<file path="config.mk">
export PLATFORM = sky130hd
export DESIGN_NAME = packet_ctxt_fifo
export DESIGN_NICKNAME = d
export VERILOG_FILES = /design/src/common/packet_pkg.sv /design/src/packet_read/packet_ctxt_fifo.sv
export VERILOG_INCLUDE_DIRS = /design/src /design/src/common
export SDC_FILE = /design/constraint.sdc
export NUM_CORES = 1
export LEC_CHECK = 0
export BUFFER_PORTS_ARGS = -buffer_cell sky130_fd_sc_hd__buf_2
export CELL_PAD_IN_SITES_DETAIL_PLACEMENT = 1
export CELL_PAD_IN_SITES_GLOBAL_PLACEMENT = 1
export CORE_ASPECT_RATIO = 1.1
export CORE_UTILIZATION = 49
export DETAILED_ROUTE_END_ITERATION = 8
export GPL_TIMING_DRIVEN = 0
export HOLD_SLACK_MARGIN = 0.06
export PLACE_DENSITY_LB_ADDON = 0.08
export SYNTH_ARGS = -nofsm -noshare
export SYNTH_HDL_FRONTEND = slang
export SYNTH_SLANG_ARGS = --single-unit
</file>
<file path="constraint.sdc">
create_clock -name clk -period 2.5 [get_ports clk]
set_input_delay 0.25 -clock clk [delete_from_list [all_inputs] [get_ports clk]]
set_output_delay 0.25 -clock clk [all_outputs]
set_load 0.01 [all_outputs]
</file>
<file path="src/common/packet_params.svh">
// Width, depth and latency constants of the packet read engine, included where a size is needed
`ifndef PACKET_PARAMS_SVH
`define PACKET_PARAMS_SVH

// Memory word and descriptor fields
`define PKT_DATA_BYTES      8
`define PKT_ADDR_WID        10
`define PKT_SIZE_WID        12
`define PKT_META_WID        8

// Read path timing and buffering
`define PKT_MEM_RD_LATENCY  2
`define PKT_INFLIGHT_MAX    4
`define PKT_PREFETCH_DEPTH  4

// Derived widths
// Bytes per word must be a power of two
`define PKT_DATA_WID        (`PKT_DATA_BYTES * 8)
`define PKT_MTY_WID         $clog2(`PKT_DATA_BYTES)
`define PKT_WORD_CNT_WID    (`PKT_SIZE_WID - `PKT_MTY_WID)

`endif

</file>
<file path="src/common/packet_pkg.sv">
// Shared state, status and record types of the packet read engine, imported by the RTL and the bench
`default_nettype none

`include "packet_params.svh"

package packet_pkg;

    typedef enum logic [1:0] {
        RESET = 2'd0,
        READY = 2'd1,
        BUSY  = 2'd2
    } read_state_e;

    typedef enum logic {
        STATUS_OK  = 1'b0,
        STATUS_ERR = 1'b1
    } pkt_status_e;

    typedef struct packed {
        logic [`PKT_ADDR_WID-1:0] addr;
        logic [`PKT_SIZE_WID-1:0] size;
        logic                     err;
        logic [`PKT_META_WID-1:0] meta;
    } pkt_desc_t;

    // Per-read context, eop and mty only meaningful on the last word
    typedef struct packed {
        logic                     eop;
        logic [`PKT_MTY_WID-1:0]  mty;
        logic                     err;
        logic [`PKT_META_WID-1:0] meta;
    } pkt_ctxt_t;

    // Packet output beat
    typedef struct packed {
        logic [`PKT_DATA_WID-1:0] data;
        logic                     eop;
        logic [`PKT_MTY_WID-1:0]  mty;
        logic                     err;
        logic [`PKT_META_WID-1:0] meta;
    } pkt_word_t;

    // Context fifo entry
    typedef struct packed {
        pkt_ctxt_t                ctxt;
        logic [`PKT_SIZE_WID-1:0] size;
    } pkt_ctxt_rec_t;

    // Prefetch buffer entry
    typedef struct packed {
        pkt_word_t                word;
        logic [`PKT_SIZE_WID-1:0] size;
    } pkt_entry_t;

    typedef struct packed {
        logic                     en;
        logic [`PKT_ADDR_WID-1:0] addr;
        logic [`PKT_DATA_WID-1:0] data;
    } mem_wr_t;

    typedef struct packed {
        logic                     evt;
        logic [`PKT_SIZE_WID-1:0] size;
        pkt_status_e              status;
    } pkt_event_t;

endpackage

`default_nettype wire

</file>
<file path="src/packet_read/packet_ctxt_fifo.sv">
// In-order context queue pairing each memory read with its context, from issue to acknowledge
`timescale 1ns/1ns
`default_nettype none

`include "packet_params.svh"

module packet_ctxt_fifo (
    input  logic                      clk,
    input  logic                      srst,
    input  logic                      wr,
    input  packet_pkg::pkt_ctxt_rec_t wr_data,
    input  logic                      rd,
    output packet_pkg::pkt_ctxt_rec_t rd_data,
    output logic                      oflow,
    output logic                      uflow
);
    import packet_pkg::*;

    // Depth must be a power of two so the pointers wrap on their own
    localparam int DEPTH   = `PKT_INFLIGHT_MAX;
    localparam int PTR_WID = $clog2(DEPTH);
    localparam int CNT_WID = $clog2(DEPTH + 1);

    pkt_ctxt_rec_t      entries [DEPTH];
    logic [PTR_WID-1:0] wr_ptr;
    logic [PTR_WID-1:0] rd_ptr;
    logic [CNT_WID-1:0] count;
    logic               full;
    logic               empty;
    logic               push;
    logic               pop;

    assign full  = (count == CNT_WID'(DEPTH));
    assign empty = (count == '0);
    assign push  = wr && (!full || rd);
    assign pop   = rd && !empty;

    // Error flags for the bound checks
    assign oflow = wr && !push;
    assign uflow = rd && empty;

    always_ff @(posedge clk) begin
        if (srst) begin
            wr_ptr <= '0;
            rd_ptr <= '0;
            count  <= '0;
        end else begin
            if (push) begin
                wr_ptr <= wr_ptr + 1'b1;
            end
            if (pop) begin
                rd_ptr <= rd_ptr + 1'b1;
            end
            if (push && !pop) begin
                count <= count + 1'b1;
            end else if (pop && !push) begin
                count <= count - 1'b1;
            end
        end
    end

    always_ff @(posedge clk) begin
        if (push) begin
            entries[wr_ptr] <= wr_data;
        end
    end

    assign rd_data = entries[rd_ptr];

endmodule

`default_nettype wire

</file>
==> parameters.txt <==
Parameter                              Value

Run status
  Outcome ... finished clean

STA
  Setup TNS ... 0 ns
  Share of the cycle needed by the critical path after routing ... about nine tenths
  Max Clock Freq ... 449 MHz
  Final Hold Fails ... 0
  Unrepaired setup endpoints after global routing ... no
  Final worst clock skew ... 0.0146 ns
  Setup WS post-layout ... 0.273 ns
  Final min period ... about 2.2 ns
  Final count of pins violating max slew ... 0
  Normalized max-slew margin ... between 50% and 60%
  Transition time at the pin with the least slew margin ... slightly above 0.7 ns
  Final Hold Slack ... between 0.1 and 0.15 ns
  Final number of setup-violating endpoints ... 0

Logic synthesis
  Syn Std Cell Area ... 4110 µm²
  Cell taking the most area after synthesis ... edfxtp_1
  Number of flops mapped to enable cells by yosys ... 100
  Fraction of post-synthesis cell area in the top cell type by area ... 73.1%
  Top_reg_cell synth ... edfxtp_1
  Async set-or-reset flop fraction in the synthesized netlist ... 0%
  Count of different cell masters after synthesis ... 24
  Register area share after synthesis ... 77.5%
  Net count of the mapped netlist ... 215
  Cell with the most instances after synthesis ... edfxtp_1
  Gate Count Post-Synth ... 180
  Commonest cells post-synth ... 100 x edfxtp_1, 25 x mux4_2, 9 x dfxtp_1
  Avg Inst Size Synth ... between 20 and 25 µm²
  Total of flip-flops plus latches after synthesis ... 109
  Yosys warning count ... 0
  Synth top area cells ... edfxtp_1 73%, mux4_2 14%, dfxtp_1 4.4%, ha_1 1.5%, and2_2 0.91%

Power and ir drop
  Switching power total ... between 1 and 1.5 mW
  Total power ... approximately 4.4 mW
  Fraction of power consumed by sequential logic ... 51.8%
  Cell internal pwr ... 3.19 mW
  Switching fraction of total power ... between 20% and 30%
  Standby leakage power ... between 1.5 and 2 nW
  IR drop worst, VDD ... between 0.4 and 0.5 mV
  Fraction of power consumed by combinational cells ... around a quarter
  Part of the power in the clock network ... around 23%
  Cell Pwr Density ... between 900 and 1000 nW/µm²

Clock network
  CTS tree ... built
  Hold-fix buffers at CTS ... 0
  CTS H-tree lvls ... 3
  Cell at the root of the clock tree ... clkbuf_8
  Count of clock tree sinks ... ~110
  Max Buffers Root-to-Sink ... 2
  Number of setup buffers added after CTS ... 0
  Clock Latency Late Sink ... 0.36 ns
  Clock buffer count from CTS ... 9
  Clock transition at path regs ... 0.10 ns
  Number of gates given a new drive strength after cts ... 0

Hold path
  Hold endpoint ... entries[0][19]
  Cell count of the worst hold path ... 1
  Worst hold start ... wr_data[19]
  Hold crit path type ... in -> reg

Routing
  Pre-Repair DR Iteration Count ... 4
  DRC violations left ... 0
  Initial DRC Count ... between 80 and 90
  Vias per inst ... about 5.2
  Wire per inst ... slightly below 20 µm
  Routed WL ... ~6.9 mm
  DR vias ... about 1900
  Count of antenna-violating nets left after detailed routing ... 0

Floorplan
  Horizontal extent of the die ... about 89 µm
  I/O pins ... 56
  Die Y-Extent ... 98.0 µm
  Starting Density ... approximately half
  Die Outline Area ... 8750 µm²
  Core footprint ... about 8000 µm²
  Num rows ... 34

Layout
  Non-filler cells in the finished layout ... approximately 360
  Layout overhead on the synthesized area ... 14.5%
  Number of diodes ... 0
  Final cell area excluding filler cells ... 4700 µm²
  Final #Nets ... 280
  Share of the core filled with cells in the final layout ... roughly three fifths
  Share of post-route cells with drive strength above 1 ... a little over two fifths

Worst setup path
  Internal reg-to-reg setup slack ... roughly 0.27 ns
  Depth of the most critical reg-to-reg path ... 7
  Path type of the worst setup path ... reg -> reg
  Data required time at the worst endpoint ... 2.78 ns
  Worst path buffer plus inverter count ... 1
  Crit path launch type ... flip-flop
  CP top delay family ... adder cells
  Delay of the slowest cell on the worst path ... roughly 0.4 ns
  Max Fanout on Critical Path ... 6
  Arrival time at the worst endpoint ... about 2.5 ns
  Nature of the critical path endpoint ... flip-flop
  Slowest stage cell, crit path ... o31ai_1
  RR Endpoint ... count[2]
  Launch point of the worst path ... count[0]
  Startpoint of the lowest-slack register-to-register path ... count[0]
  Cell-by-cell listing of the critical path ... o31ai_1, ha_1, inv_1, fa_1, xor2_1, or3_1, a21oi_1

Global route
  Number of antenna violations at the first check in global routing ... 0
  Number of global-route vias before repair ... ~2000
  Largest net degree at the start of global routing ... 26
  Total routing usage reported by global routing ... between 15 and 20%
  Global-route wire length before repair ... ~11 mm
  Sum of overflow across all layers after global routing ... 0

Place
  Weighted congestion reported at the end of routability-driven placement ... roughly 0.7
  Number of cells in the design after placement ... around 340
  Dpl hpwl ... 4.52 mm
  Port Buf Inserts ... 54
  Worst slack, placed ... approximately 0.29 ns
  DP Area ... between 4000 and 5000 µm²

Run
  Max capacitance violation total ... 0
## flip-flops by register name (all words and copies together), names as in the netlist, named ones only
name,flops
count,3
rd_ptr,2
wr_ptr,2
entries,100
## layer usage
metal / global-route usage, % / wire length [µm] / up-vias
met4: 7.33 / 104 / 0
li1: - / - / 858
met5: 0 / 0 / -
met3: 4.56 / 249 / 8
met2: 30.5 / 3830 / 45
met1: 19.8 / 2760 / 952
## cells by family after synthesis
logic type | share of synthesized area, %
xor+xnor | 0.853
mux | 14.6
simple gates | 2.74
buf+inv | 1.71
compound gates | 0.640
flops | 77.5
fa+ha+maj | 2.01
## final cells by class
cell class / count / area [µm²]
flip-flops and latches: 109 / 3180
inverters: 3 / 11.3
clock inverters: 6 / 63.8
fillers: 767 / 3290
multi-input cells: 60 / 855
repair buffers: 54 / 270
well taps: 108 / 135
plain buffers: 8 / 58.8
clock buffers: 10 / 128
## how the worst max path moves through the flow
stage,cells past startpoint,to,slack [ns]
floorplan,9,count[2],0.51
global placement,7,count[2],0.41
detailed placement,9,count[2],0.29
CTS,9,count[2],0.27
global route,9,count[2],0.16
finish,7,count[2],0.27
## cells in the final DEF (no fill, tap or decap), types with 3 or more instances in the layout
master    Yosys  layout
edfxtp_1    100     100
buf_2         2      56
mux4_2       25      25
dfxtp_1       9       9
clkbuf_8      0       9
nor2_1        7       7
and2_2        5       5
ha_1          5       5
xor2_1        4       4
buf_6         3       3
inv_1         3       3
clkbuf_1      2       3
## power by group through the flow
stage / sequential, mW / combinational (mW) / clock [mW]
3_3_place_gp: 2.28 / 1.07 / 0
5_1_grt: 2.27 / 1.19 / 1.09
2_1_floorplan: 2.27 / 0.769 / 0
4_1_cts: 2.26 / 1.12 / 1.04
6_report: 2.25 / 1.09 / 1.01
3_5_place_dp: 2.30 / 1.11 / 0
## worst reg2reg max path, stage by stage, from the launching register on
cell     delay (ns)
dfxtp_1        0.39
o31ai_1        0.40
ha_1           0.29
inv_1          0.07
fa_1           0.37
xor2_1         0.16
or3_1          0.34
a21oi_1        0.14
Note: power is estimated with default switching activity, not from simulation.
