<file path="src/common/packet_params.svh">
// Width, depth and latency constants of the packet read engine, included where a size is needed
`ifndef PACKET_PARAMS_SVH
`define PACKET_PARAMS_SVH

// Memory word and descriptor fields
`define PKT_DATA_BYTES      8
`define PKT_ADDR_WID        10
`define PKT_SIZE_WID        12
`define PKT_META_WID        8

// Read path timing and buffering
`define PKT_MEM_RD_LATENCY  2
`define PKT_INFLIGHT_MAX    4
`define PKT_PREFETCH_DEPTH  4

// Derived widths
// Bytes per word must be a power of two
`define PKT_DATA_WID        (`PKT_DATA_BYTES * 8)
`define PKT_MTY_WID         $clog2(`PKT_DATA_BYTES)
`define PKT_WORD_CNT_WID    (`PKT_SIZE_WID - `PKT_MTY_WID)

`endif

</file>
<file path="src/common/packet_pkg.sv">
// Shared state, status and record types of the packet read engine, imported by the RTL and the bench
`default_nettype none

`include "packet_params.svh"

package packet_pkg;

    typedef enum logic [1:0] {
        RESET = 2'd0,
        READY = 2'd1,
        BUSY  = 2'd2
    } read_state_e;

    typedef enum logic {
        STATUS_OK  = 1'b0,
        STATUS_ERR = 1'b1
    } pkt_status_e;

    typedef struct packed {
        logic [`PKT_ADDR_WID-1:0] addr;
        logic [`PKT_SIZE_WID-1:0] size;
        logic                     err;
        logic [`PKT_META_WID-1:0] meta;
    } pkt_desc_t;

    // Per-read context, eop and mty only meaningful on the last word
    typedef struct packed {
        logic                     eop;
        logic [`PKT_MTY_WID-1:0]  mty;
        logic                     err;
        logic [`PKT_META_WID-1:0] meta;
    } pkt_ctxt_t;

    // Packet output beat
    typedef struct packed {
        logic [`PKT_DATA_WID-1:0] data;
        logic                     eop;
        logic [`PKT_MTY_WID-1:0]  mty;
        logic                     err;
        logic [`PKT_META_WID-1:0] meta;
    } pkt_word_t;

    // Context fifo entry
    typedef struct packed {
        pkt_ctxt_t                ctxt;
        logic [`PKT_SIZE_WID-1:0] size;
    } pkt_ctxt_rec_t;

    // Prefetch buffer entry
    typedef struct packed {
        pkt_word_t                word;
        logic [`PKT_SIZE_WID-1:0] size;
    } pkt_entry_t;

    typedef struct packed {
        logic                     en;
        logic [`PKT_ADDR_WID-1:0] addr;
        logic [`PKT_DATA_WID-1:0] data;
    } mem_wr_t;

    typedef struct packed {
        logic                     evt;
        logic [`PKT_SIZE_WID-1:0] size;
        pkt_status_e              status;
    } pkt_event_t;

endpackage

`default_nettype wire

</file>
<file path="src/packet_read/packet_read_fsm.sv">
// Descriptor-level read controller of the packet read engine, instantiated once in packet_read_top
`timescale 1ns/1ns
`default_nettype none

module packet_read_fsm (
    input  logic                    clk,
    input  logic                    srst,
    input  logic                    desc_valid,
    output logic                    desc_rdy,
    input  logic                    space_ok,
    input  logic                    last,
    output logic                    load,
    output logic                    rd_issue,
    output packet_pkg::read_state_e state
);
    import packet_pkg::*;

    read_state_e nxt_state;

    // --------------------------------------------------
    // State register
    // --------------------------------------------------
    always_ff @(posedge clk) begin
        if (srst) begin
            state <= RESET;
        end else begin
            state <= nxt_state;
        end
    end

    // --------------------------------------------------
    // Handshake and read issue
    // --------------------------------------------------
    // Counter latches the descriptor when it is first seen in READY
    assign load     = (state == READY) && desc_valid;

    // One read per cycle while the buffer can take every read in flight
    assign rd_issue = (state == BUSY) && space_ok;

    // Descriptor retires with its last read
    assign desc_rdy = rd_issue && last;

    // --------------------------------------------------
    // Next state
    // --------------------------------------------------
    always_comb begin
        nxt_state = state;
        case (state)
            RESET: begin
                nxt_state = READY;
            end
            READY: begin
                if (desc_valid) begin
                    nxt_state = BUSY;
                end
            end
            BUSY: begin
                if (desc_rdy) begin
                    nxt_state = READY;
                end
            end
            default: begin
                nxt_state = RESET;
            end
        endcase
    end

endmodule

`default_nettype wire

</file>
<file path="config.mk">
export PLATFORM = sky130hd
export DESIGN_NAME = packet_read_fsm
export DESIGN_NICKNAME = d
export VERILOG_FILES = /design/src/common/packet_pkg.sv /design/src/packet_read/packet_read_fsm.sv
export VERILOG_INCLUDE_DIRS = /design/src /design/src/common
export SDC_FILE = /design/constraint.sdc
export NUM_CORES = 1
export LEC_CHECK = 0
export ABC_AREA = 1
export BUFFER_PORTS_ARGS = -buffer_cell sky130_fd_sc_hd__clkbuf_2
export CAP_MARGIN = 5
export CORE_AREA = 4 4 41 43
export CTS_CLUSTER_SIZE = 40
export DETAILED_ROUTE_END_ITERATION = 6
export DIE_AREA = 0 0 45 47
export SETUP_SLACK_MARGIN = 0.05
export SLEW_MARGIN = 10
export SYNTH_ARGS = -nofsm -noshare
export SYNTH_HDL_FRONTEND = slang
export SYNTH_SLANG_ARGS = --single-unit
</file>
<file path="constraint.sdc">
create_clock -name clk -period 0.8 [get_ports clk]
set_input_delay 0.08 -clock clk [delete_from_list [all_inputs] [get_ports clk]]
set_output_delay 0.08 -clock clk [all_outputs]
set_load 0.03 [all_outputs]
</file>
==> impl_metrics.env, run 1 <==
export IMPL_rows=13
export IMPL_p_leak_nw=0.1556
export IMPL_synth_xor_area_share_pct=0
export IMPL_synth_compound_area_share_pct=19.15
export IMPL_cts_max_level=1
export IMPL_area_growth_pct=190.4
export IMPL_root_buffer="clkbuf_4"
export IMPL_syn_area_um2=117.6
export IMPL_die_area_um2=2115
export IMPL_clkTransAtPathRegs_ns=0.03
export IMPL_tns_ns=-1.276
export IMPL_antenna_cells=0
export IMPL_critPathLaunchType="register"
export IMPL_fillers=151
export IMPL_grt_pass1_wl_um=848
export IMPL_synth_top_area_share_pct=34.04
export IMPL_violations="negative setup slack"
export IMPL_cts_buffers=3
export IMPL_drt_initial_drc_count=1
export IMPL_fin_ws_ns=-0.3311
export IMPL_largest_reg_flops=2
export IMPL_critPathArrivalTime_ns=1.05
export IMPL_cap_violations=0
export IMPL_io_buffer_count=9
export IMPL_synth_top_cells_by_area="dfxtp_1 34%, inv_1 16%, a21oi_2 7.4%, o21ai_2 7.4%, nand3b_1 6.4%"
export IMPL_min_period_ns=1.131
export IMPL_avgSynthCellArea_um2=7.351
export IMPL_crit_type="register to primary output"
export IMPL_min_period_over_period_pct=141.4
export IMPL_hold_class="input pin to register"
export IMPL_fmax_mhz=884.1
export IMPL_die_w_um=45
export IMPL_final_nets=40
export IMPL_final_cell_mix="4 x clkbuf_2, 4 x buf_4, 3 x inv_1, 3 x clkbuf_4, 3 x buf_8"
export IMPL_grtUsageTotal_pct=6.068
export IMPL_power_density_nw_per_um2=1536
export IMPL_io_pins=10
export IMPL_ctsHoldBuffers=0
export IMPL_drive_gt1_share_pct=84.85
export IMPL_tightest_slew_ns=0.2127
export IMPL_vias=171
export IMPL_finalMaxSlewViolations=0
export IMPL_via_per_inst=3.563
export IMPL_synth_fa_ha_area_share_pct=0
export IMPL_grt_max_degree=5
export IMPL_tritoncts="built"
export IMPL_routedWlPerCell_um=8.938
export IMPL_synth_simple_gate_area_share_pct=30.85
export IMPL_path_max_fanout=3
export IMPL_wl_um=429
export IMPL_coreArea_um2=1301
export IMPL_top_register="state"
export IMPL_holdPathStages=2
export IMPL_yosysSeqAreaShare_pct=34.04
export IMPL_yosys_mux_area_fraction_pct=0
export IMPL_critPathRequiredTime_ns=0.72
export IMPL_holdWs_ns=0.02732
export IMPL_start_util_pct=9.038
export IMPL_status="complete, but fails checks"
export IMPL_slew_headroom_pct=85.72
export IMPL_grt_ovfl_total=0
export IMPL_place_congestion=0.6243
export IMPL_cp_end_kind="primary output"
export IMPL_cts_buffer_depth=2
export IMPL_cts_sinks=2
export IMPL_ys_ff_latch=2
export IMPL_clock_skew_ns=0.002637
export IMPL_ir_drop_mv=0.3698
export IMPL_drc=0
export IMPL_reg2reg_depth=6
export IMPL_ant_nets=0
export IMPL_drt_pass1_iterations=2
export IMPL_setup_violations_final=6
export IMPL_synth_cells=16
export IMPL_synth_top_family_by_area="simple AND/OR/NAND/NOR gates"
export IMPL_rsz0062_at_grt="yes"
export IMPL_yosys_warnings=0
export IMPL_dieHeight_um=47
export IMPL_grt_pass1_vias=201
export IMPL_clk_latency_ns=0.22
export IMPL_hold_violations=0
export IMPL_hpwlAfterDp_um=295.4
export IMPL_ys_types=11
export IMPL_antenna_found_initial=0
export IMPL_biggestRegsByFlops="state x2"
export IMPL_yosys_area_top_type="dfxtp_1"
export IMPL_syn_nets=21
kinds of logic after synthesis:
group | count (synthesis)
flops | 2
simple gates | 6
buf+inv | 5
compound gates | 3
critical path, cell delays in order (launching register included):
cell and delay (ns):
dfxtp_4 0.35, nor4_4 0.28, clkbuf_8 0.20
synthesized netlist by cell type, drive strengths merged:
master / n
inv: 5
a21oi: 2
nor2: 1
nor4: 1
dfxtp: 2
nand3b: 1
nor3: 1
nand2: 1
nand3: 1
o21ai: 1
final cells by class:
| class | instances | area [µm²] | area share (%) |
|---|---|---|---|
| timing repair buffer | 14 | 133.9 | 39.19 |
| multi-input combinational | 9 | 95.09 | 27.84 |
| sequential | 2 | 47.55 | 13.92 |
| inverter | 5 | 23.77 | 6.960 |
| clock buffer | 3 | 22.52 | 6.593 |
| tap | 15 | 18.77 | 5.494 |
what timing repair did:
| item | in CTS | in global routing |
|---|---|---|
| setup endpoints to repair | 7 | 7 |
| buffers inserted | 4 | 0 |
| resized for setup | 13 | 3 |
| endpoints found under the hold margin | 0 | 0 |
| pin swaps | 2 | 2 |
power by group:
part | switching (mW) | internal [mW]
clock | 0.0577 | 0.165
sequential | 0.0124 | 0.109
combinational | 0.0904 | 0.0903
total | 0.160 | 0.364
final timing paths:
check / end / slack (ns) / from
setup / recovery: desc_rdy / -0.33 / state[0]$_SDFFE_PP0P_
setup reg to reg: state[0]$_SDFFE_PP0P_ / -0.16 / state[0]$_SDFFE_PP0P_
hold reg to reg: state[1]$_SDFFE_PP0P_ / 0.59 / state[1]$_SDFFE_PP0P_
hold / removal: state[0]$_SDFFE_PP0P_ / 0.03 / srst
routing by layer:
| metal | part of all wire, % | vias up | global-route usage (%) | routed length [µm] |
|---|---|---|---|---|
| li1 | - | 85 | - | - |
| met1 | 32 | 78 | 5.643 | 137 |
| met2 | 60 | 8 | 8.757 | 256 |
| met3 | 8.4 | 0 | 4.598 | 36 |
| met4 | 0 | 0 | 5.263 | 0 |
| met5 | 0 | - | 0 | 0 |
through the flow:
stage                     util [%]  setup WS [ns]  cell area (µm²)  total power, mW  std cells
final                        26.25        -0.3311            341.6           0.5248         48
after detailed placement     17.50        -0.1553            227.7           0.2353         41
after floorplan                  -        -0.1714            156.4           0.2000         16
after global routing         26.25        -0.3815            341.6           0.5786         48
after global placement       17.50        -0.1512            227.7           0.2330         41
after CTS                    25.96        -0.3462            337.8           0.5304         48
Note: power is estimated with default switching activity, not from simulation.
==> run 2: changes to the inputs <==
Settings changed: REMOVE_ABC_BUFFERS from default to 1.
==> impl_metrics.env, run 2 (same netlist as run 1, synthesis figures left out) <==
export IMPL_status="complete, but fails checks"
export IMPL_violations="negative setup slack"
export IMPL_path_max_fanout=3
export IMPL_biggestRegsByFlops="state x2"
export IMPL_start_util_pct=9.038
export IMPL_tightest_slew_ns=0.1860
export IMPL_hold_class="input pin to register"
export IMPL_routedWlPerCell_um=9.204
export IMPL_dp_slack_ns=-0.1757
export IMPL_min_period_ns=1.101
export IMPL_grt_ovfl_total=0
export IMPL_final_nets=41
export IMPL_power_density_nw_per_um2=1558
export IMPL_cp_slowest_stage_delay_ns=0.35
export IMPL_min_period_over_period_pct=137.7
export IMPL_worstPathCellList="nor4_4 -> buf_4"
export IMPL_ant_nets=0
export IMPL_seqPwrFrac_pct=23.9
export IMPL_cts_sinks=2
export IMPL_via_per_inst=3.551
export IMPL_drc=0
export IMPL_drive_gt1_share_pct=85.29
export IMPL_cts_buffer_depth=2
export IMPL_vias=174
export IMPL_pwr_share_clk_pct=42.6
export IMPL_hpwlAfterDp_um=276.4
export IMPL_crit_slowest_cell="dfxtp_4"
export IMPL_power_mw=0.5089
export IMPL_antenna_cells=0
export IMPL_clkTransAtPathRegs_ns=0.03
export IMPL_io_buffer_count=9
export IMPL_final_cell_mix="6 x buf_4, 4 x clkbuf_2, 3 x inv_1, 3 x clkbuf_4"
export IMPL_combinationalPowerShare_pct=33.5
export IMPL_ir_drop_mv=0.5134
export IMPL_placed_cells=44
export IMPL_fmax_mhz=908.0
export IMPL_place_congestion=0.6697
export IMPL_crit_type="register to primary output"
export IMPL_cap_violations=0
export IMPL_dieHeight_um=47
export IMPL_tritoncts="built"
export IMPL_holdWs_ns=0.02509
export IMPL_cts_buffers=3
export IMPL_grt_pass1_vias=201
export IMPL_drt_initial_drc_count=0
export IMPL_slew_headroom_pct=87.50
export IMPL_cp_end_kind="primary output"
export IMPL_antenna_found_initial=0
export IMPL_area_growth_pct=177.7
export IMPL_clk_latency_ns=0.22
export IMPL_top_register="state"
export IMPL_critPathArrivalTime_ns=1.02
export IMPL_largest_reg_flops=2
export IMPL_die_area_um2=2115
export IMPL_critPathLaunchType="register"
export IMPL_drt_pass1_iterations=1
export IMPL_io_pins=10
export IMPL_grtUsageTotal_pct=5.354
export IMPL_setup_violations_final=7
export IMPL_p_sw_mw=0.1496
export IMPL_rows=13
export IMPL_tns_ns=-1.450
export IMPL_root_buffer="clkbuf_4"
export IMPL_switching_share_pct=29.40
export IMPL_p_leak_nw=0.1541
export IMPL_clock_skew_ns=0.002021
export IMPL_finalNonFillerCells=49
export IMPL_fin_ws_ns=-0.3013
export IMPL_finalMaxSlewViolations=0
export IMPL_fillers=155
export IMPL_cts_max_level=1
export IMPL_cell_internal_pwr_mw=0.3593
export IMPL_grt_max_degree=4
export IMPL_die_w_um=45
export IMPL_wl_um=451
export IMPL_coreArea_um2=1301
export IMPL_layout_commonest_cell="buf_4"
export IMPL_rsz0062_at_grt="yes"
export IMPL_grt_pass1_wl_um=724
export IMPL_reg2reg_slack_ns=-0.22
export IMPL_hold_violations=0
export IMPL_critPathRequiredTime_ns=0.72
## run 2: what timing repair did
item,CTS,global route
pin swaps,1,0
setup buffers,2,1
gates resized for setup,18,7
setup endpoints to repair,7,7
hold buffers,0,0
## run 2: metal layers
metal  global-route usage (%)  share of wire (%)  vias up
met5                        0                  0        -
met2                    10.73                 65        4
met1                    3.153                 30       81
li1                         -                  -       89
met3                    1.533                5.1        0
met4                    7.018                  0        0
## run 2: path summary, 6_finish.rpt
path	from	endpoint	cells past startpoint
setup / recovery	state[0]$_SDFFE_PP0P_	desc_rdy	2
hold / removal	srst	state[0]$_SDFFE_PP0P_	2
setup reg to reg	state[0]$_SDFFE_PP0P_	state[0]$_SDFFE_PP0P_	6
hold reg to reg	state[0]$_SDFFE_PP0P_	state[1]$_SDFFE_PP0P_	3
## run 2: area by class of cell
type                       count  area (µm²)  area share [%]
multi-input combinational      9       88.84           27.20
inverter                       5       21.27           6.513
tap                           15       18.77           5.747
timing repair buffer          15       130.1           39.85
clock buffer                   3       22.52           6.897
sequential                     2       45.04           13.79
## run 2: power by group through the flow
stage | Combinational (mW) | Clock [mW] | Sequential, mW
finish | 0.170 | 0.217 | 0.122
global route | 0.184 | 0.230 | 0.122
CTS | 0.162 | 0.242 | 0.117
detailed placement | 0.112 | 0 | 0.118
global placement | 0.112 | 0 | 0.119
floorplan | 0.0445 | 0 | 0.136
## run 2: per-stage QoR
| stage | instance area [µm²] | util, % |
|---|---|---|
| floorplan | 117.6 | - |
| global placement | 211.5 | 16.25 |
| detailed placement | 211.5 | 16.25 |
| CTS | 309.0 | 23.75 |
| global route | 326.6 | 25.10 |
| finish | 326.6 | 25.10 |
## run 2: worst max-delay path, delay by kind of cell, from the launching register on
kind                   cells  cell delay [ns]
AND/OR/NAND/NOR            1             0.26
buffers and inverters      1             0.20
flip-flops                 1             0.35
