## config.mk

```make
export PLATFORM = sky130hd
export DESIGN_NAME = packet_prefetch_buf
export DESIGN_NICKNAME = d
export VERILOG_FILES = /design/src/common/packet_pkg.sv /design/src/packet_read/packet_prefetch_buf.sv
export VERILOG_INCLUDE_DIRS = /design/src /design/src/common
export SDC_FILE = /design/constraint.sdc
export NUM_CORES = 1
export LEC_CHECK = 0
export ABC_AREA = 1
export BUFFER_PORTS_ARGS = -buffer_cell sky130_fd_sc_hd__buf_4
export CAP_MARGIN = 20
export CELL_PAD_IN_SITES_DETAIL_PLACEMENT = 1
export CELL_PAD_IN_SITES_GLOBAL_PLACEMENT = 1
export CORE_MARGIN = 2
export CORE_UTILIZATION = 45
export DETAILED_ROUTE_END_ITERATION = 8
export PLACE_DENSITY_LB_ADDON = 0.3
export RECOVER_POWER = 100
export SYNTH_ARGS = -nofsm -noshare
export SYNTH_HDL_FRONTEND = slang
export SYNTH_SLANG_ARGS = --single-unit
```

## constraint.sdc

```tcl
create_clock -name clk -period 6.85 [get_ports clk]
set_input_delay 1.37 -clock clk [delete_from_list [all_inputs] [get_ports clk]]
set_output_delay 1.37 -clock clk [all_outputs]
set_load 0.01 [all_outputs]
```

## src/common/packet_params.svh

```systemverilog
// Width, depth and latency constants of the packet read engine, included where a size is needed
`ifndef PACKET_PARAMS_SVH
`define PACKET_PARAMS_SVH

// Memory word and descriptor fields
`define PKT_DATA_BYTES      8
`define PKT_ADDR_WID        10
`define PKT_SIZE_WID        12
`define PKT_META_WID        8

// Read path timing and buffering
`define PKT_MEM_RD_LATENCY  2
`define PKT_INFLIGHT_MAX    4
`define PKT_PREFETCH_DEPTH  4

// Derived widths
// Bytes per word must be a power of two
`define PKT_DATA_WID        (`PKT_DATA_BYTES * 8)
`define PKT_MTY_WID         $clog2(`PKT_DATA_BYTES)
`define PKT_WORD_CNT_WID    (`PKT_SIZE_WID - `PKT_MTY_WID)

`endif

```

## src/common/packet_pkg.sv

```systemverilog
// Shared state, status and record types of the packet read engine, imported by the RTL and the bench
`default_nettype none

`include "packet_params.svh"

package packet_pkg;

    typedef enum logic [1:0] {
        RESET = 2'd0,
        READY = 2'd1,
        BUSY  = 2'd2
    } read_state_e;

    typedef enum logic {
        STATUS_OK  = 1'b0,
        STATUS_ERR = 1'b1
    } pkt_status_e;

    typedef struct packed {
        logic [`PKT_ADDR_WID-1:0] addr;
        logic [`PKT_SIZE_WID-1:0] size;
        logic                     err;
        logic [`PKT_META_WID-1:0] meta;
    } pkt_desc_t;

    // Per-read context, eop and mty only meaningful on the last word
    typedef struct packed {
        logic                     eop;
        logic [`PKT_MTY_WID-1:0]  mty;
        logic                     err;
        logic [`PKT_META_WID-1:0] meta;
    } pkt_ctxt_t;

    // Packet output beat
    typedef struct packed {
        logic [`PKT_DATA_WID-1:0] data;
        logic                     eop;
        logic [`PKT_MTY_WID-1:0]  mty;
        logic                     err;
        logic [`PKT_META_WID-1:0] meta;
    } pkt_word_t;

    // Context fifo entry
    typedef struct packed {
        pkt_ctxt_t                ctxt;
        logic [`PKT_SIZE_WID-1:0] size;
    } pkt_ctxt_rec_t;

    // Prefetch buffer entry
    typedef struct packed {
        pkt_word_t                word;
        logic [`PKT_SIZE_WID-1:0] size;
    } pkt_entry_t;

    typedef struct packed {
        logic                     en;
        logic [`PKT_ADDR_WID-1:0] addr;
        logic [`PKT_DATA_WID-1:0] data;
    } mem_wr_t;

    typedef struct packed {
        logic                     evt;
        logic [`PKT_SIZE_WID-1:0] size;
        pkt_status_e              status;
    } pkt_event_t;

endpackage

`default_nettype wire

```

## src/packet_read/packet_prefetch_buf.sv

```systemverilog
// Prefetch buffer that holds returned words, gates read issue by free space and drives the packet output
`timescale 1ns/1ns
`default_nettype none

`include "packet_params.svh"

module packet_prefetch_buf (
    input  logic                   clk,
    input  logic                   srst,
    input  logic                   rd_issue,
    input  logic                   wr,
    input  packet_pkg::pkt_entry_t wr_data,
    output logic                   space_ok,
    output logic                   pkt_valid,
    output packet_pkg::pkt_word_t  pkt,
    input  logic                   pkt_rdy,
    output packet_pkg::pkt_event_t event_out
);
    import packet_pkg::*;

    localparam int DEPTH   = `PKT_PREFETCH_DEPTH;
    localparam int PTR_WID = $clog2(DEPTH);
    localparam int CNT_WID = $clog2(DEPTH + 1);

    pkt_entry_t         entries [DEPTH];
    pkt_entry_t         head;
    logic [PTR_WID-1:0] wr_ptr;
    logic [PTR_WID-1:0] rd_ptr;
    logic [CNT_WID-1:0] count;
    logic [CNT_WID-1:0] inflight;
    logic [CNT_WID-1:0] free_cnt;
    logic               pop;

    // --------------------------------------------------
    // Space accounting
    // --------------------------------------------------
    // Reads in flight each hold a reserved entry
    always_ff @(posedge clk) begin
        if (srst) begin
            inflight <= '0;
        end else if (rd_issue && !wr) begin
            inflight <= inflight + 1'b1;
        end else if (wr && !rd_issue) begin
            inflight <= inflight - 1'b1;
        end
    end

    assign free_cnt = CNT_WID'(DEPTH) - count;
    assign space_ok = (free_cnt > inflight);

    // --------------------------------------------------
    // Storage
    // --------------------------------------------------
    assign pop = pkt_valid && pkt_rdy;

    always_ff @(posedge clk) begin
        if (srst) begin
            wr_ptr <= '0;
            rd_ptr <= '0;
            count  <= '0;
        end else begin
            if (wr) begin
                wr_ptr <= wr_ptr + 1'b1;
            end
            if (pop) begin
                rd_ptr <= rd_ptr + 1'b1;
            end
            if (wr && !pop) begin
                count <= count + 1'b1;
            end else if (pop && !wr) begin
                count <= count - 1'b1;
            end
        end
    end

    always_ff @(posedge clk) begin
        if (wr) begin
            entries[wr_ptr] <= wr_data;
        end
    end

    // --------------------------------------------------
    // Output beat and completion event
    // --------------------------------------------------
    assign head      = entries[rd_ptr];
    assign pkt_valid = (count != '0);
    assign pkt       = head.word;

    assign event_out.evt    = pop && head.word.eop;
    assign event_out.size   = head.size;
    assign event_out.status = head.word.err ? STATUS_ERR : STATUS_OK;

endmodule

`default_nettype wire

```

==> results of run 1 <==
[synthesized netlist by cell type, drive strengths merged]
| cell type | count |
|---|---|
| nand3 | 5 |
| o21ai | 182 |
| nor2 | 181 |
| ha | 11 |
| fa | 2 |
| clkbuf | 35 |
| dfxtp | 12 |
| and3 | 1 |
| buf | 24 |
| inv | 28 |
| nand2 | 21 |
| xor2 | 1 |
| nand3b | 1 |
| edfxtp | 356 |
| nand4 | 2 |
| a21oi | 9 |
| o22ai | 88 |
[worst paths after layout]
kind,startpoint,end,slack [ns]
max,wr,entries[1][38],1.55
min,count[0],count[0],0.51
max reg2reg,wr_ptr[1],entries[1][38],1.98
min reg2reg,count[0],count[0],0.51
[sequential cells by signal, summed over array words and instances (netlist names), named ones only]
name      flops
rd_ptr        2
count         3
inflight      3
wr_ptr        2
entries     356
[critical path, delay by kind of cell]
kind	cells	cell delay, ns
and+or+nand+nor	1	0.11
buffers and inverters	3	3.66
[area by class of cell]
class                   count  area (sq um)  area share [%]
clock inverters            12           106           0.665
flip-flops and latches    368         10900            68.4
well taps                 396           495            3.10
repair buffers            194           788            4.93
diodes                      3          7.51          0.0469
inverters                  28           115           0.720
clock buffers              55          1050            6.54
multi-input cells         504          2500            15.6
[stage by stage]
stage                     hold slack [ns]  std cells  utilization (%)  setup WS (ns)
after floorplan                     0.456        959                -           3.28
after global placement              0.470       1490             50.8           2.90
after detailed placement            0.488       1490             50.8           2.81
after CTS                           0.498       1557             54.6           2.21
after global routing                0.528       1559             52.4           1.07
final                               0.507       1560             52.4           1.55
[power groups by stage]
stage                     logic [W]  clock network, W  registers (W)
after global placement      0.00110                 0        0.00270
final                      0.000978           0.00193        0.00266
after global routing        0.00109           0.00205        0.00267
after floorplan            0.000676                 0        0.00266
after detailed placement    0.00115                 0        0.00270
after CTS                   0.00116           0.00197        0.00266
[cell families after synthesis]
| group | after synthesis | synth area share [%] |
|---|---|---|
| buffers and inverters | 87 | 3.38 |
| AOI/OAI and AO/OA | 279 | 10.8 |
| adders and majority gates | 13 | 1.28 |
| DFF | 368 | 78.6 |
| and+or+nand+nor | 211 | 5.82 |
| xor gates and xnor gates | 1 | 0.0630 |
[routing by layer]
layer,GRT usage (%),wire length [microns],up-vias,share of wire [%]
met2,34.9,16700,198,52
li1,-,-,3943,-
met1,23.6,13200,4225,41
met4,6.83,801,0,2.5
met3,4.03,1660,55,5.1
met5,0,0,-,0
==> impl_metrics.tcl, run 1 <==
set metrics [dict create \
    outcome "complete, but fails checks" \
    violations "capacitance limit, slew limit" \
    cts_tree "built" \
    synth_top_area_cell "edfxtp_1" \
    ir_drop_mv 0.191 \
    synth-warning-count 0 \
    total_power_w 0.00557 \
    synth_area_leaders "edfxtp_1 (77%), o21ai_0 (5.7%), nor2_1 (4.9%)" \
    globalplace.congestion 0.719 \
    period_share_pct 77.4 \
    vias_per_cell 5.40 \
    slew_headroom_pct -90.1 \
    comb_power_share_pct 17.6 \
    routed_wl_mm 32.4 \
    critPathCaptureType "flop" \
    rsz0062_at_grt "no" \
    netSwitchingFraction_pct 27.9 \
    p_int_w 0.00402 \
    ys_seq_area_share_pct 78.6 \
    drive_gt1_share_pct 6.20 \
    numPortBuffers 186 \
    num_rows 64 \
    nFillCells 3047 \
    syn_nets 1066 \
    p_switching_w 0.00155 \
    fmax_mhz 189 \
    die-area_sq_um 32300 \
    final_cell_mix "edfxtp_1 (356), clkbuf_1 (191), nor2_1 (181), o21ai_0 (164), o22ai_1 (88)" \
    route.vias.total 8421 \
    timing.critical_path.slowest_stage_cell "clkinvlp_2" \
    path_class "input pin to flop" \
    place_area_sq_um 15500 \
    route.detailed.drc 0 \
    final_antenna_net_count 0 \
    r2r_cells 5 \
    period_minus_slack_ns 5.30 \
    die_h_microns 180 \
    chipWidth_microns 180 \
    cts_resized 0 \
    post-cts-setup-buffers 0 \
    tns_ns 0 \
    wire_per_inst_microns 20.7 \
    coreArea_sq_um 30500 \
    htreeDepth 2 \
    track_usage_pct 19.6 \
    grt_pass1_vias 9103 \
    crit_arrival_ns 5.21 \
    cp_cell_sequence "clkbuf_1, nand2_1, clkinvlp_2, clkbuf_1" \
    avgSynthCellArea_sq_um 14.5 \
    postSynthCellCount 959 \
    ys_types 24 \
    setup_violations 0 \
    clkLatencyLatePin_ns 0.51 \
    final_common_cell "edfxtp_1" \
    power.density_nw_per_um2 348 \
    area_growth_pct 15.1 \
    slew_violations 367 \
    design.portCount 187 \
    crit_fanout 53 \
    hold_buffers 0 \
    clk_pin_slew_ns 0.06 \
    cp_slowest_stage_delay_ns 2.08 \
    clock_path_buffers 3 \
    synth_top_area_share_pct 76.9 \
    cts_buffers 38 \
    hold_violations 0 \
    crit_path_frequent_cell "clkbuf_1" \
    grt_pass1_wl_mm 49.5 \
    required_ns 6.76 \
    ys_seq_elements 368 \
    worst_slew_pin_slew_ns 2.85 \
    maxCapViolations 7 \
    hold_class "flop to flop" \
    syn_area_sq_um 13900 \
    finalClockSkew_ns 0.0175 \
    finalNetCount 1241 \
    drt_pre_antenna_iters 5 \
    worstSetupStartpointType "input pin" \
    drt_iter0_drc 461 \
    hpwl_mm 18.1 \
    clock_sinks 368 \
    hold_depth 1 \
    seq_power_share_pct 47.8 \
    antenna_found_initial 3 \
    stdcell_area_sq_um 16000 \
    p_leak_nw 5.22 \
    grt_max_degree 128 \
    root_buffer "clkbuf_16" \
    start_util_pct 45.6 \
    grt_overflow_total 0 \
    p_clk_share_pct 34.7 \
]
Power figures use the tool's default switching activity.
==> run 2, diff against run 1 <==
Clock period 6.85 ns to 5.2 ns, I/O delays scaled along.
==> run 2 against run 1 <==
- die area unchanged
- flip-flop and latch count unchanged
- non-clock buffer count grew 7
- worst hold slack gained 0.0029 ns
- sequential share of layout area decreased by 0.36 points
- largest cell class unchanged
- first-iteration DRC count grew 36%
- combinational power up 37%
- final cell count rose by 0.51%
- the run still ends with capacitance limit, slew limit left
- highest routed layer unchanged
==> impl_metrics.tcl, run 2 (synthesized netlist as in run 1, its figures left out) <==
set metrics [dict create \
    chipWidth_microns 180 \
    hold_class "flop to flop" \
    rsz0062_at_grt "no" \
    numPortBuffers 186 \
    drive_gt1_share_pct 7.26 \
    htreeDepth 2 \
    track_usage_pct 19.8 \
    hpwl_mm 18.6 \
    rr_startpoint "wr_ptr[0]" \
    clkLatencyLatePin_ns 0.51 \
    critPathCaptureType "output port" \
    routed_wl_mm 32.0 \
    final_antenna_net_count 0 \
    root_buffer "clkbuf_16" \
    required_ns 4.16 \
    final_cell_mix "edfxtp_1 (356), clkbuf_1 (187), nor2_1 (181), o21ai_0 (163), o22ai_1 (88)" \
    post-cts-setup-buffers 0 \
    route.vias.total 8488 \
    hold_ws_ns 0.509 \
    critPathBufInv 2 \
    fmax_mhz 246 \
    max_flop_register "entries" \
    slew_violations 274 \
    min_from "rd_ptr[0]" \
    die-area_sq_um 32300 \
    p_leak_nw 5.28 \
    hold_violations 0 \
    critPathTopFamily "buffers and inverters" \
    finalClockSkew_ns 0.0182 \
    clock_sinks 368 \
    worst_slew_pin_slew_ns 2.07 \
    start_util_pct 45.6 \
    clock_path_buffers 3 \
    finalNetCount 1249 \
    grt_max_degree 95 \
    grt_pass1_vias 9166 \
    path_class "flop to output port" \
    violations "capacitance limit, slew limit" \
    num_rows 64 \
    cp_slowest_stage_delay_ns 1.27 \
    crit_arrival_ns 3.02 \
    slew_headroom_pct -38.6 \
    setup_slack_ns 1.14 \
    coreArea_sq_um 30500 \
    maxCapViolations 7 \
    grt_pass1_wl_mm 50.5 \
    clk_pin_slew_ns 0.06 \
    period_minus_slack_ns 4.06 \
    area_growth_pct 15.7 \
    power.density_nw_per_um2 458 \
    dp_slack_ns 2.31 \
    drt_iter0_drc 625 \
    largest_reg_flops 356 \
    period_share_pct 78.1 \
    cts_buffers 39 \
    cts_resized 0 \
    antenna_found_initial 2 \
    die_h_microns 180 \
    timing.critical_path.slowest_stage_cell "clkbuf_2" \
    outcome "complete, but fails checks" \
    globalplace.congestion 0.689 \
    cts_tree "built" \
    design.portCount 187 \
    worstSetupStartpointType "flop" \
    vias_per_cell 5.41 \
    wire_per_inst_microns 20.4 \
    crit_fanout 94 \
    ir_drop_mv 0.281 \
    grt_overflow_total 0 \
    hold_buffers 0 \
    drt_pre_antenna_iters 5 \
    final_common_cell "edfxtp_1" \
    tns_ns 0 \
    top_regs "entries x356, count x3, inflight x3" \
    setup_violations 0 \
    cp_cell_sequence "clkbuf_2, o21ai_0, o22ai_1, clkbuf_1" \
    route.detailed.drc 0 \
]
## run 2: layer usage
layer | part of all wire (%) | track usage, %
met3 | 4.9 | 3.57
met2 | 51 | 34.8
met4 | 2.7 | 6.89
met5 | 0 | 0
met1 | 41 | 24.6
## run 2: final timing paths
path | cells past startpoint | endpoint | slack (ns)
max | 4 | pkt[52] | 1.14
min reg2reg | 1 | rd_ptr[0] | 0.51
max reg2reg | 4 | entries[3][63] | 1.33
min | 1 | rd_ptr[0] | 0.51
## run 2: report_power, final
part / leakage (nW) / internal (W) / switching, W
combinational: 1.33 / 0.000399 / 0.000937
sequential: 3.37 / 0.00340 / 0.0000428
clock: 0.589 / 0.00151 / 0.00107
total: 5.28 / 0.00532 / 0.00205
## run 2: worst register-to-register path: cells and delay by family (launching register included)
| kind | cells | cell delay (ns) |
|---|---|---|
| simple gates | 1 | 0.08 |
| flops | 1 | 0.34 |
| buf+inv | 2 | 2.70 |
| fa+ha+maj | 1 | 0.20 |
## run 2: through the flow
step	instance area, sq um	std cells	total power, W	utilization [%]
after global placement	15600	1497	0.00502	51.0
after detailed placement	15600	1497	0.00508	51.0
after global routing	16100	1568	0.00772	52.7
after CTS	16800	1566	0.00767	54.9
after floorplan	13900	959	0.00439	-
final	16100	1568	0.00737	52.7
## run 2: final cells by class
cell class	instances	area, sq um
Fill cell	3094	14400
Sequential cell	368	10900
Multi-Input combinational cell	504	2500
Clock buffer	50	1040
Timing Repair Buffer	201	837
Tap cell	396	495
Clock inverter	19	153
Inverter	28	115
Antenna cell	2	5.00
