===== src/common/packet_params.svh =====
// Width, depth and latency constants of the packet read engine, included where a size is needed
`ifndef PACKET_PARAMS_SVH
`define PACKET_PARAMS_SVH

// Memory word and descriptor fields
`define PKT_DATA_BYTES      8
`define PKT_ADDR_WID        10
`define PKT_SIZE_WID        12
`define PKT_META_WID        8

// Read path timing and buffering
`define PKT_MEM_RD_LATENCY  2
`define PKT_INFLIGHT_MAX    4
`define PKT_PREFETCH_DEPTH  4

// Derived widths
// Bytes per word must be a power of two
`define PKT_DATA_WID        (`PKT_DATA_BYTES * 8)
`define PKT_MTY_WID         $clog2(`PKT_DATA_BYTES)
`define PKT_WORD_CNT_WID    (`PKT_SIZE_WID - `PKT_MTY_WID)

`endif


===== src/common/packet_pkg.sv =====
// Shared state, status and record types of the packet read engine, imported by the RTL and the bench
`default_nettype none

`include "packet_params.svh"

package packet_pkg;

    typedef enum logic [1:0] {
        RESET = 2'd0,
        READY = 2'd1,
        BUSY  = 2'd2
    } read_state_e;

    typedef enum logic {
        STATUS_OK  = 1'b0,
        STATUS_ERR = 1'b1
    } pkt_status_e;

    typedef struct packed {
        logic [`PKT_ADDR_WID-1:0] addr;
        logic [`PKT_SIZE_WID-1:0] size;
        logic                     err;
        logic [`PKT_META_WID-1:0] meta;
    } pkt_desc_t;

    // Per-read context, eop and mty only meaningful on the last word
    typedef struct packed {
        logic                     eop;
        logic [`PKT_MTY_WID-1:0]  mty;
        logic                     err;
        logic [`PKT_META_WID-1:0] meta;
    } pkt_ctxt_t;

    // Packet output beat
    typedef struct packed {
        logic [`PKT_DATA_WID-1:0] data;
        logic                     eop;
        logic [`PKT_MTY_WID-1:0]  mty;
        logic                     err;
        logic [`PKT_META_WID-1:0] meta;
    } pkt_word_t;

    // Context fifo entry
    typedef struct packed {
        pkt_ctxt_t                ctxt;
        logic [`PKT_SIZE_WID-1:0] size;
    } pkt_ctxt_rec_t;

    // Prefetch buffer entry
    typedef struct packed {
        pkt_word_t                word;
        logic [`PKT_SIZE_WID-1:0] size;
    } pkt_entry_t;

    typedef struct packed {
        logic                     en;
        logic [`PKT_ADDR_WID-1:0] addr;
        logic [`PKT_DATA_WID-1:0] data;
    } mem_wr_t;

    typedef struct packed {
        logic                     evt;
        logic [`PKT_SIZE_WID-1:0] size;
        pkt_status_e              status;
    } pkt_event_t;

endpackage

`default_nettype wire


===== src/packet_read/packet_word_counter.sv =====
// Read address and word counter of the packet read engine, loaded per descriptor by the read FSM
`timescale 1ns/1ns
`default_nettype none

`include "packet_params.svh"

module packet_word_counter (
    input  logic                     clk,
    input  logic                     srst,
    input  logic                     load,
    input  packet_pkg::pkt_desc_t    desc,
    input  logic                     rd_issue,
    output logic [`PKT_ADDR_WID-1:0] rd_addr,
    output logic                     last,
    output packet_pkg::pkt_ctxt_t    ctxt_in,
    output logic [`PKT_SIZE_WID-1:0] size_out
);
    localparam int MTY_WID = `PKT_MTY_WID;
    localparam int CNT_WID = `PKT_WORD_CNT_WID;

    logic [CNT_WID-1:0]       word_cnt;
    logic [CNT_WID-1:0]       last_word;
    logic [MTY_WID-1:0]       last_mty;
    logic                     err_q;
    logic [`PKT_META_WID-1:0] meta_q;
    logic [`PKT_SIZE_WID-1:0] size_m1;
    logic [MTY_WID-1:0]       size_lo;

    // Last word index is (size - 1) / bytes per word
    assign size_m1 = desc.size - 1'b1;
    assign size_lo = desc.size[MTY_WID-1:0];

    // --------------------------------------------------
    // Address and word count
    // --------------------------------------------------
    always_ff @(posedge clk) begin
        if (srst) begin
            rd_addr   <= '0;
            word_cnt  <= '0;
            last_word <= '0;
        end else if (load) begin
            rd_addr   <= desc.addr;
            word_cnt  <= '0;
            last_word <= size_m1[`PKT_SIZE_WID-1:MTY_WID];
        end else if (rd_issue) begin
            rd_addr  <= rd_addr + 1'b1;
            word_cnt <= word_cnt + 1'b1;
        end
    end

    // Packet attributes held for the whole descriptor
    always_ff @(posedge clk) begin
        if (load) begin
            // Negated low size bits give (W - size mod W) mod W
            last_mty <= '0 - size_lo;
            err_q    <= desc.err;
            meta_q   <= desc.meta;
            size_out <= desc.size;
        end
    end

    assign last = (word_cnt == last_word);

    // Context of the read issued this cycle
    always_comb begin
        ctxt_in.eop  = last;
        ctxt_in.mty  = last ? last_mty : '0;
        ctxt_in.err  = err_q;
        ctxt_in.meta = meta_q;
    end

endmodule

`default_nettype wire


===== config.mk =====
export PLATFORM = sky130hd
export DESIGN_NAME = packet_word_counter
export DESIGN_NICKNAME = d
export VERILOG_FILES = /design/src/common/packet_pkg.sv /design/src/packet_read/packet_word_counter.sv
export VERILOG_INCLUDE_DIRS = /design/src /design/src/common
export SDC_FILE = /design/constraint.sdc
export NUM_CORES = 1
export LEC_CHECK = 0
export BUFFER_PORTS_ARGS = -buffer_cell sky130_fd_sc_hd__buf_2
export CAP_MARGIN = 20
export CORE_MARGIN = 1
export CORE_UTILIZATION = 30
export CTS_BUF_LIST = sky130_fd_sc_hd__clkbuf_8 sky130_fd_sc_hd__clkbuf_16
export CTS_CLUSTER_SIZE = 25
export DETAILED_ROUTE_END_ITERATION = 8
export SYNTH_ARGS = -nofsm -noshare
export SYNTH_HDL_FRONTEND = slang
export SYNTH_SLANG_ARGS = --single-unit

===== constraint.sdc =====
create_clock -name clk -period 2.35 [get_ports clk]
set_input_delay 0.47 -clock clk [delete_from_list [all_inputs] [get_ports clk]]
set_output_delay 0.47 -clock clk [all_outputs]
set_load 0.1 [all_outputs]

==> results of run 1 <==
-- flip-flops by register name, summed over array words and instances, names as in the netlist --
register   cells
err_q          1
last_mty       2
meta_q         8
rd_addr       10
word_cnt       9
size_out      12
last_word      9
-- cells by family (layout without fill, tap and decap cells) --
kind of cell	Yosys count	count (layout)	share of synthesized area [%]
multiplexers	5	5	2.221
adder cells (fa/ha/maj)	4	4	2.221
flip-flops	51	51	55.52
XOR/XNOR	29	29	11.27
AND/OR/NAND/NOR	68	68	16.10
AO/OA/AOI/OAI	31	31	9.162
buffers and inverters	18	88	3.498
-- routing by layer --
metal	up-vias	wire, um	GRT usage, %
met5	-	0	0
met3	7	216	3.078
li1	859	-	-
met2	42	2098	19.58
met1	760	2042	14.57
met4	0	70	5.279
-- final cells by class --
class,count,area [um2]
Fill cell,705,4315
Sequential cell,51,1254
Multi-Input combinational cell,137,953.4
Timing Repair Buffer,74,467.9
Tap cell,99,123.9
Clock buffer,5,68.82
Clock inverter,3,47.55
Inverter,6,22.52
-- worst max-delay path: cells and delay by family, from the launching register on --
family        cells  cell delay (ns)
xor+xnor          1             0.13
buf+inv           1             0.16
flops             1             0.41
simple gates      3             0.77
-- per-stage QoR --
| stage | setup TNS, ns | std cells | total power, mW |
|---|---|---|---|
| floorplan | -2.069 | 206 | 1.473 |
| global placement | 0 | 367 | 1.597 |
| CTS | 0 | 375 | 2.227 |
| detailed placement | 0 | 367 | 1.601 |
| finish | 0 | 375 | 2.200 |
| global route | 0 | 375 | 2.282 |
-- cell usage after synthesis (2+ instances only) --
cell / number
xor2_1: 13
inv_1: 6
ha_1: 4
mux2i_1: 5
nor3_1: 2
nor2_1: 26
and2_1: 3
o21a_1: 4
a21oi_1: 10
buf_1: 2
edfxtp_1: 23
a211oi_1: 4
dfxtp_1: 28
nand4_1: 9
xnor2_1: 16
nand2_1: 8
or3_1: 5
buf_4: 3
a211oi_2: 2
clkbuf_1: 7
nand3_1: 5
nor4_2: 2
a311oi_1: 3
o21ai_0: 6
-- worst paths after layout --
check | endpoint | cells after the start | start
worst min-delay path | meta_q[7] | 1 | desc[7]
worst max-delay path | ctxt_in[10] | 5 | word_cnt[7]
worst max register to register | rd_addr[6] | 5 | rd_addr[0]
worst min register to register | word_cnt[8] | 2 | word_cnt[8]
-- report_power, final --
part | total [mW] | switching (mW) | internal [mW]
sequential | 1.02 | 0.0305 | 0.986
combinational | 0.560 | 0.436 | 0.124
clock | 0.624 | 0.301 | 0.323
-- timing repair --
item                                    4_1_cts  5_1_grt
gates resized for setup                       0        2
hold buffers                                  0        0
endpoints found under the setup margin        0        5
==> flow_summary.json, run 1 <==
{
  "outcome": "complete, no violations",
  "ys_ff_latch": 51,
  "drive_gt1_share_pct": 35.14,
  "port-buffer-count": 70,
  "crit_path_max_incr_delay_ns": 0.41,
  "avgSynthCellArea_um2": 10.94,
  "clock_skew_ns": 0.002887,
  "die_h_um": 88.67,
  "netlist_area_mm2": 0.002253,
  "grtUsageTotal_pct": 11.86,
  "final_max_slew_viol_count": 0,
  "nets": 314,
  "ys_warn_count": 0,
  "wire_per_inst_um": 11.80,
  "utilization_pct": 40.50,
  "cts_buffers": 5,
  "ant_nets": 0,
  "grt_max_degree": 25,
  "dp_hpwl_mm": 3.379,
  "overflow": 0,
  "grt_pass1_wl_mm": 7.079,
  "worst_slew_pin_slew_ns": 0.5108,
  "drcViolationCount": 0,
  "insertion_delay_ns": 0.30,
  "synth_cells": 206,
  "synth_fp_nets": 245,
  "cp_max_fo": 4,
  "cp-end-kind": "primary output",
  "antenna_found_initial": 0,
  "relSlewSlack_pct": 66.18,
  "first_iter_violations": 47,
  "dr.pass1.iters": 4,
  "final_common_cell": "buf_2",
  "dpl_cell_area_mm2": 0.002819,
  "yosysTopAreaCell": "edfxtp_1",
  "synthArstFlopShare_pct": 0,
  "hold_viol": 0,
  "r2r_slack_ns": 1.00,
  "htreeDepth": 2,
  "rsz0062_at_grt": "false",
  "criticalPathCategory": "reg -> out",
  "via_per_inst": 4.448,
  "fmax_mhz": 444.7,
  "cp_data_arrival_time_ns": 1.78,
  "hp-class": "in -> reg",
  "num_io_pins": 71,
  "areaGrowthSynthToFinish_pct": 30.37,
  "cap_violations": 0,
  "ctsLongestPathBuffers": 2,
  "vias": 1668,
  "setup_ws_ns": 0.1013,
  "dp_slack_ns": 0.3591,
  "synth_enable_flop_cells": 23,
  "period_needed_ns": 2.249,
  "cellPowerDensity_mw_per_mm2": 748.9,
  "synthTopCellsByArea": "edfxtp_1 31%, dfxtp_1 25%, xnor2_1 6.2%, xor2_1 5.1%, nor2_1 4.3%",
  "startpoint_type": "flip-flop",
  "fin_crit_sh_pct": 95.69,
  "synth_top_area_share_pct": 30.65,
  "initial_core_util_pct": 31.07,
  "die_w_um": 88.67,
  "path_clk_slew_ns": 0.10,
  "synth.distinct_cells": 34,
  "synth_seq_area_share_pct": 55.52,
  "rows": 31,
  "clock-sinks": 51,
  "p_leak_nw": 1.169,
  "gp_congestion": 0.7247,
  "cts-root-buf": "clkbuf_8",
  "mostFrequentLayoutCells": "65 x buf_2, 26 x nor2_1, 26 x dfxtp_1",
  "crit_chain": "xnor2_1 -> nand4_1 -> nor4_4 -> and2_4 -> buf_12",
  "slowest_stage": "dfxtp_1",
  "antenna_cells": 0,
  "post_cts_buffers": 0,
  "irDropWorstVdd_v": 0.0003125,
  "synth-main-ff-cell": "dfxtp_1",
  "grt_pass1_vias": 1469,
  "wirelength_mm": 4.426,
  "core_area_mm2": 0.007253,
  "dieArea_mm2": 0.007862,
  "setup_viol": 0,
  "stdcell_area_mm2": 0.002938,
  "timing.hold.ws_ns": 0.3361,
  "cts_tree": "yes",
  "worstPathRequired_ns": 1.88
}
(Power assumes the default switching activity.)
==> run 2: changes to the inputs <==
- CELL_PAD_IN_SITES_DETAIL_PLACEMENT: not set -> 1
- CELL_PAD_IN_SITES_GLOBAL_PLACEMENT: not set -> 2
- PLACE_DENSITY: not set -> 0.72
==> run 2 against run 1 <==
Against the previous run: sequential power hardly changed; maximum frequency is 0.13% higher; combinational power is 1% higher; clock power is 12% lower; register-to-register slack worse by 0.04 ns; routed wire length is 20% higher; largest cell class unchanged; highest routed layer unchanged.
==> flow_summary.json, run 2 (synthesized netlist as in run 1, its figures left out) <==
{
  "grt_use_met3_pct": 3.358,
  "stdcell_area_mm2": 0.002938,
  "nets": 316,
  "die_w_um": 88.67,
  "cts_buffers": 5,
  "grt_pass1_wl_mm": 8.335,
  "antenna_found_initial": 0,
  "outcome": "complete, no violations",
  "worstPathRequired_ns": 1.88,
  "p_sw_uw": 800.1,
  "fin_crit_sh_pct": 95.56,
  "cp_max_fo": 5,
  "wirelength_mm": 5.300,
  "use_met1_pct": 18.03,
  "drcViolationCount": 0,
  "irDropWorstVdd_v": 0.0002771,
  "antenna_cells": 0,
  "final_common_cell": "buf_2",
  "switching_share_pct": 37.53,
  "cap_violations": 0,
  "hp-class": "in -> reg",
  "utilization_pct": 40.50,
  "dpl_cell_area_mm2": 0.002826,
  "setup_tns_ns": 0,
  "dr.pass1.iters": 2,
  "cts_tree": "yes",
  "port-buffer-count": 70,
  "period_needed_ns": 2.246,
  "busiest_layer": "met2",
  "final_max_slew_viol_count": 0,
  "dieArea_mm2": 0.007862,
  "cts-root-buf": "clkbuf_8",
  "drive_gt1_share_pct": 36.33,
  "critical_path.startpoint": "word_cnt[4]",
  "criticalPathCategory": "reg -> out",
  "grtUsageTotal_pct": 14.19,
  "hold_viol": 0,
  "first_iter_violations": 46,
  "core_area_mm2": 0.007253,
  "power_frac_comb_pct": 26.7,
  "p_seq_share_pct": 47.7,
  "cp-end-kind": "primary output",
  "die_h_um": 88.67,
  "largest_reg_flops": 12,
  "relSlewSlack_pct": 56.02,
  "areaGrowthSynthToFinish_pct": 30.37,
  "path_clk_slew_ns": 0.11,
  "setup_viol": 0,
  "p_leak_nw": 1.175,
  "regMostFlops": "size_out",
  "crit_end": "ctxt_in[10]",
  "vias": 1709,
  "rows": 31,
  "r2r_cells": 4,
  "power.internal_mw": 1.332,
  "worst_slew_pin_slew_ns": 0.6598,
  "num_io_pins": 71,
  "cellPowerDensity_mw_per_mm2": 725.7,
  "wire_per_inst_um": 14.06,
  "grt_pass1_vias": 1668,
  "timing.hold.ws_ns": 0.3169,
  "clkPwrFrac_pct": 25.6,
  "dp_hpwl_mm": 3.954,
  "ant_nets": 0,
  "via_per_inst": 4.533,
  "gp_congestion": 0.7137,
  "postCtsHoldBufs": 0,
  "globalRouteMet2Util_pct": 23.85,
  "r2r_start": "word_cnt[0]",
  "htreeDepth": 2,
  "rsz0062_at_grt": "false",
  "overflow": 0,
  "reg_top3": "size_out: 12 flops, rd_addr: 10 flops",
  "mostFrequentLayoutCells": "65 x buf_2, 26 x nor2_1, 25 x dfxtp_1",
  "initial_core_util_pct": 31.07,
  "grt_max_degree": 32,
  "clock-sinks": 51,
  "startpoint_type": "flip-flop",
  "clock_skew_ns": 0.009797,
  "fmax_mhz": 445.3,
  "ctsLongestPathBuffers": 2,
  "insertion_delay_ns": 0.31,
  "reg2reg_to": "word_cnt[8]",
  "cp_data_arrival_time_ns": 1.78,
  "power_mw": 2.132,
  "r2r_slack_ns": 0.96
}
-- run 2: per-stage QoR --
stage | std cells | worst slack [ns]
2_1_floorplan | 206 | -0.5346
6_report | 377 | 0.1043
3_5_place_dp | 368 | 0.2305
3_3_place_gp | 368 | 0.2675
4_1_cts | 377 | 0.008947
5_1_grt | 377 | 0.002713
-- run 2: repair_timing --
| action | 4_1_cts | 5_1_grt |
|---|---|---|
| setup endpoints to repair | 4 | 4 |
| resized for setup | 0 | 4 |
| pin swaps | 1 | 0 |
| buffers inserted | 1 | 0 |
-- run 2: worst min-delay path by stage --
stage,from,end,cells after the start
finish,desc[1],meta_q[1],1
global route,desc[1],meta_q[1],1
CTS,desc[1],meta_q[1],1
detailed placement,last_word[6],last_word[6],2
global placement,word_cnt[8],word_cnt[8],2
floorplan,word_cnt[8],word_cnt[8],2
-- run 2: layout make-up --
| cell class | instances | area, um2 |
|---|---|---|
| Clock inverter | 3 | 26.28 |
| Inverter | 6 | 22.52 |
| Clock buffer | 5 | 68.82 |
| Fill cell | 843 | 4315 |
| Tap cell | 99 | 123.9 |
| Multi-Input combinational cell | 137 | 958.4 |
| Sequential cell | 51 | 1255 |
| Timing Repair Buffer | 76 | 483.0 |
-- run 2: critical path, stage by stage, from the launching register on --
cell	delay, ns
dfxtp_2	0.39
xnor2_1	0.14
nand3_2	0.12
nor4_4	0.28
buf_4	0.20
and2_4	0.16
buf_12	0.16
-- run 2: power groups by stage --
stage | Sequential (mW) | Clock [mW] | Combinational (mW)
after CTS | 1.02 | 0.576 | 0.572
final | 1.02 | 0.546 | 0.568
after floorplan | 1.31 | 0 | 0.164
after global routing | 1.03 | 0.595 | 0.592
after global placement | 1.04 | 0 | 0.565
after detailed placement | 1.04 | 0 | 0.569
-- run 2: routing by layer --
layer | vias up | routed length (um)
met3 | 6 | 127
li1 | 867 | -
met2 | 22 | 2557
met4 | 0 | 71
met1 | 814 | 2543
met5 | - | 0
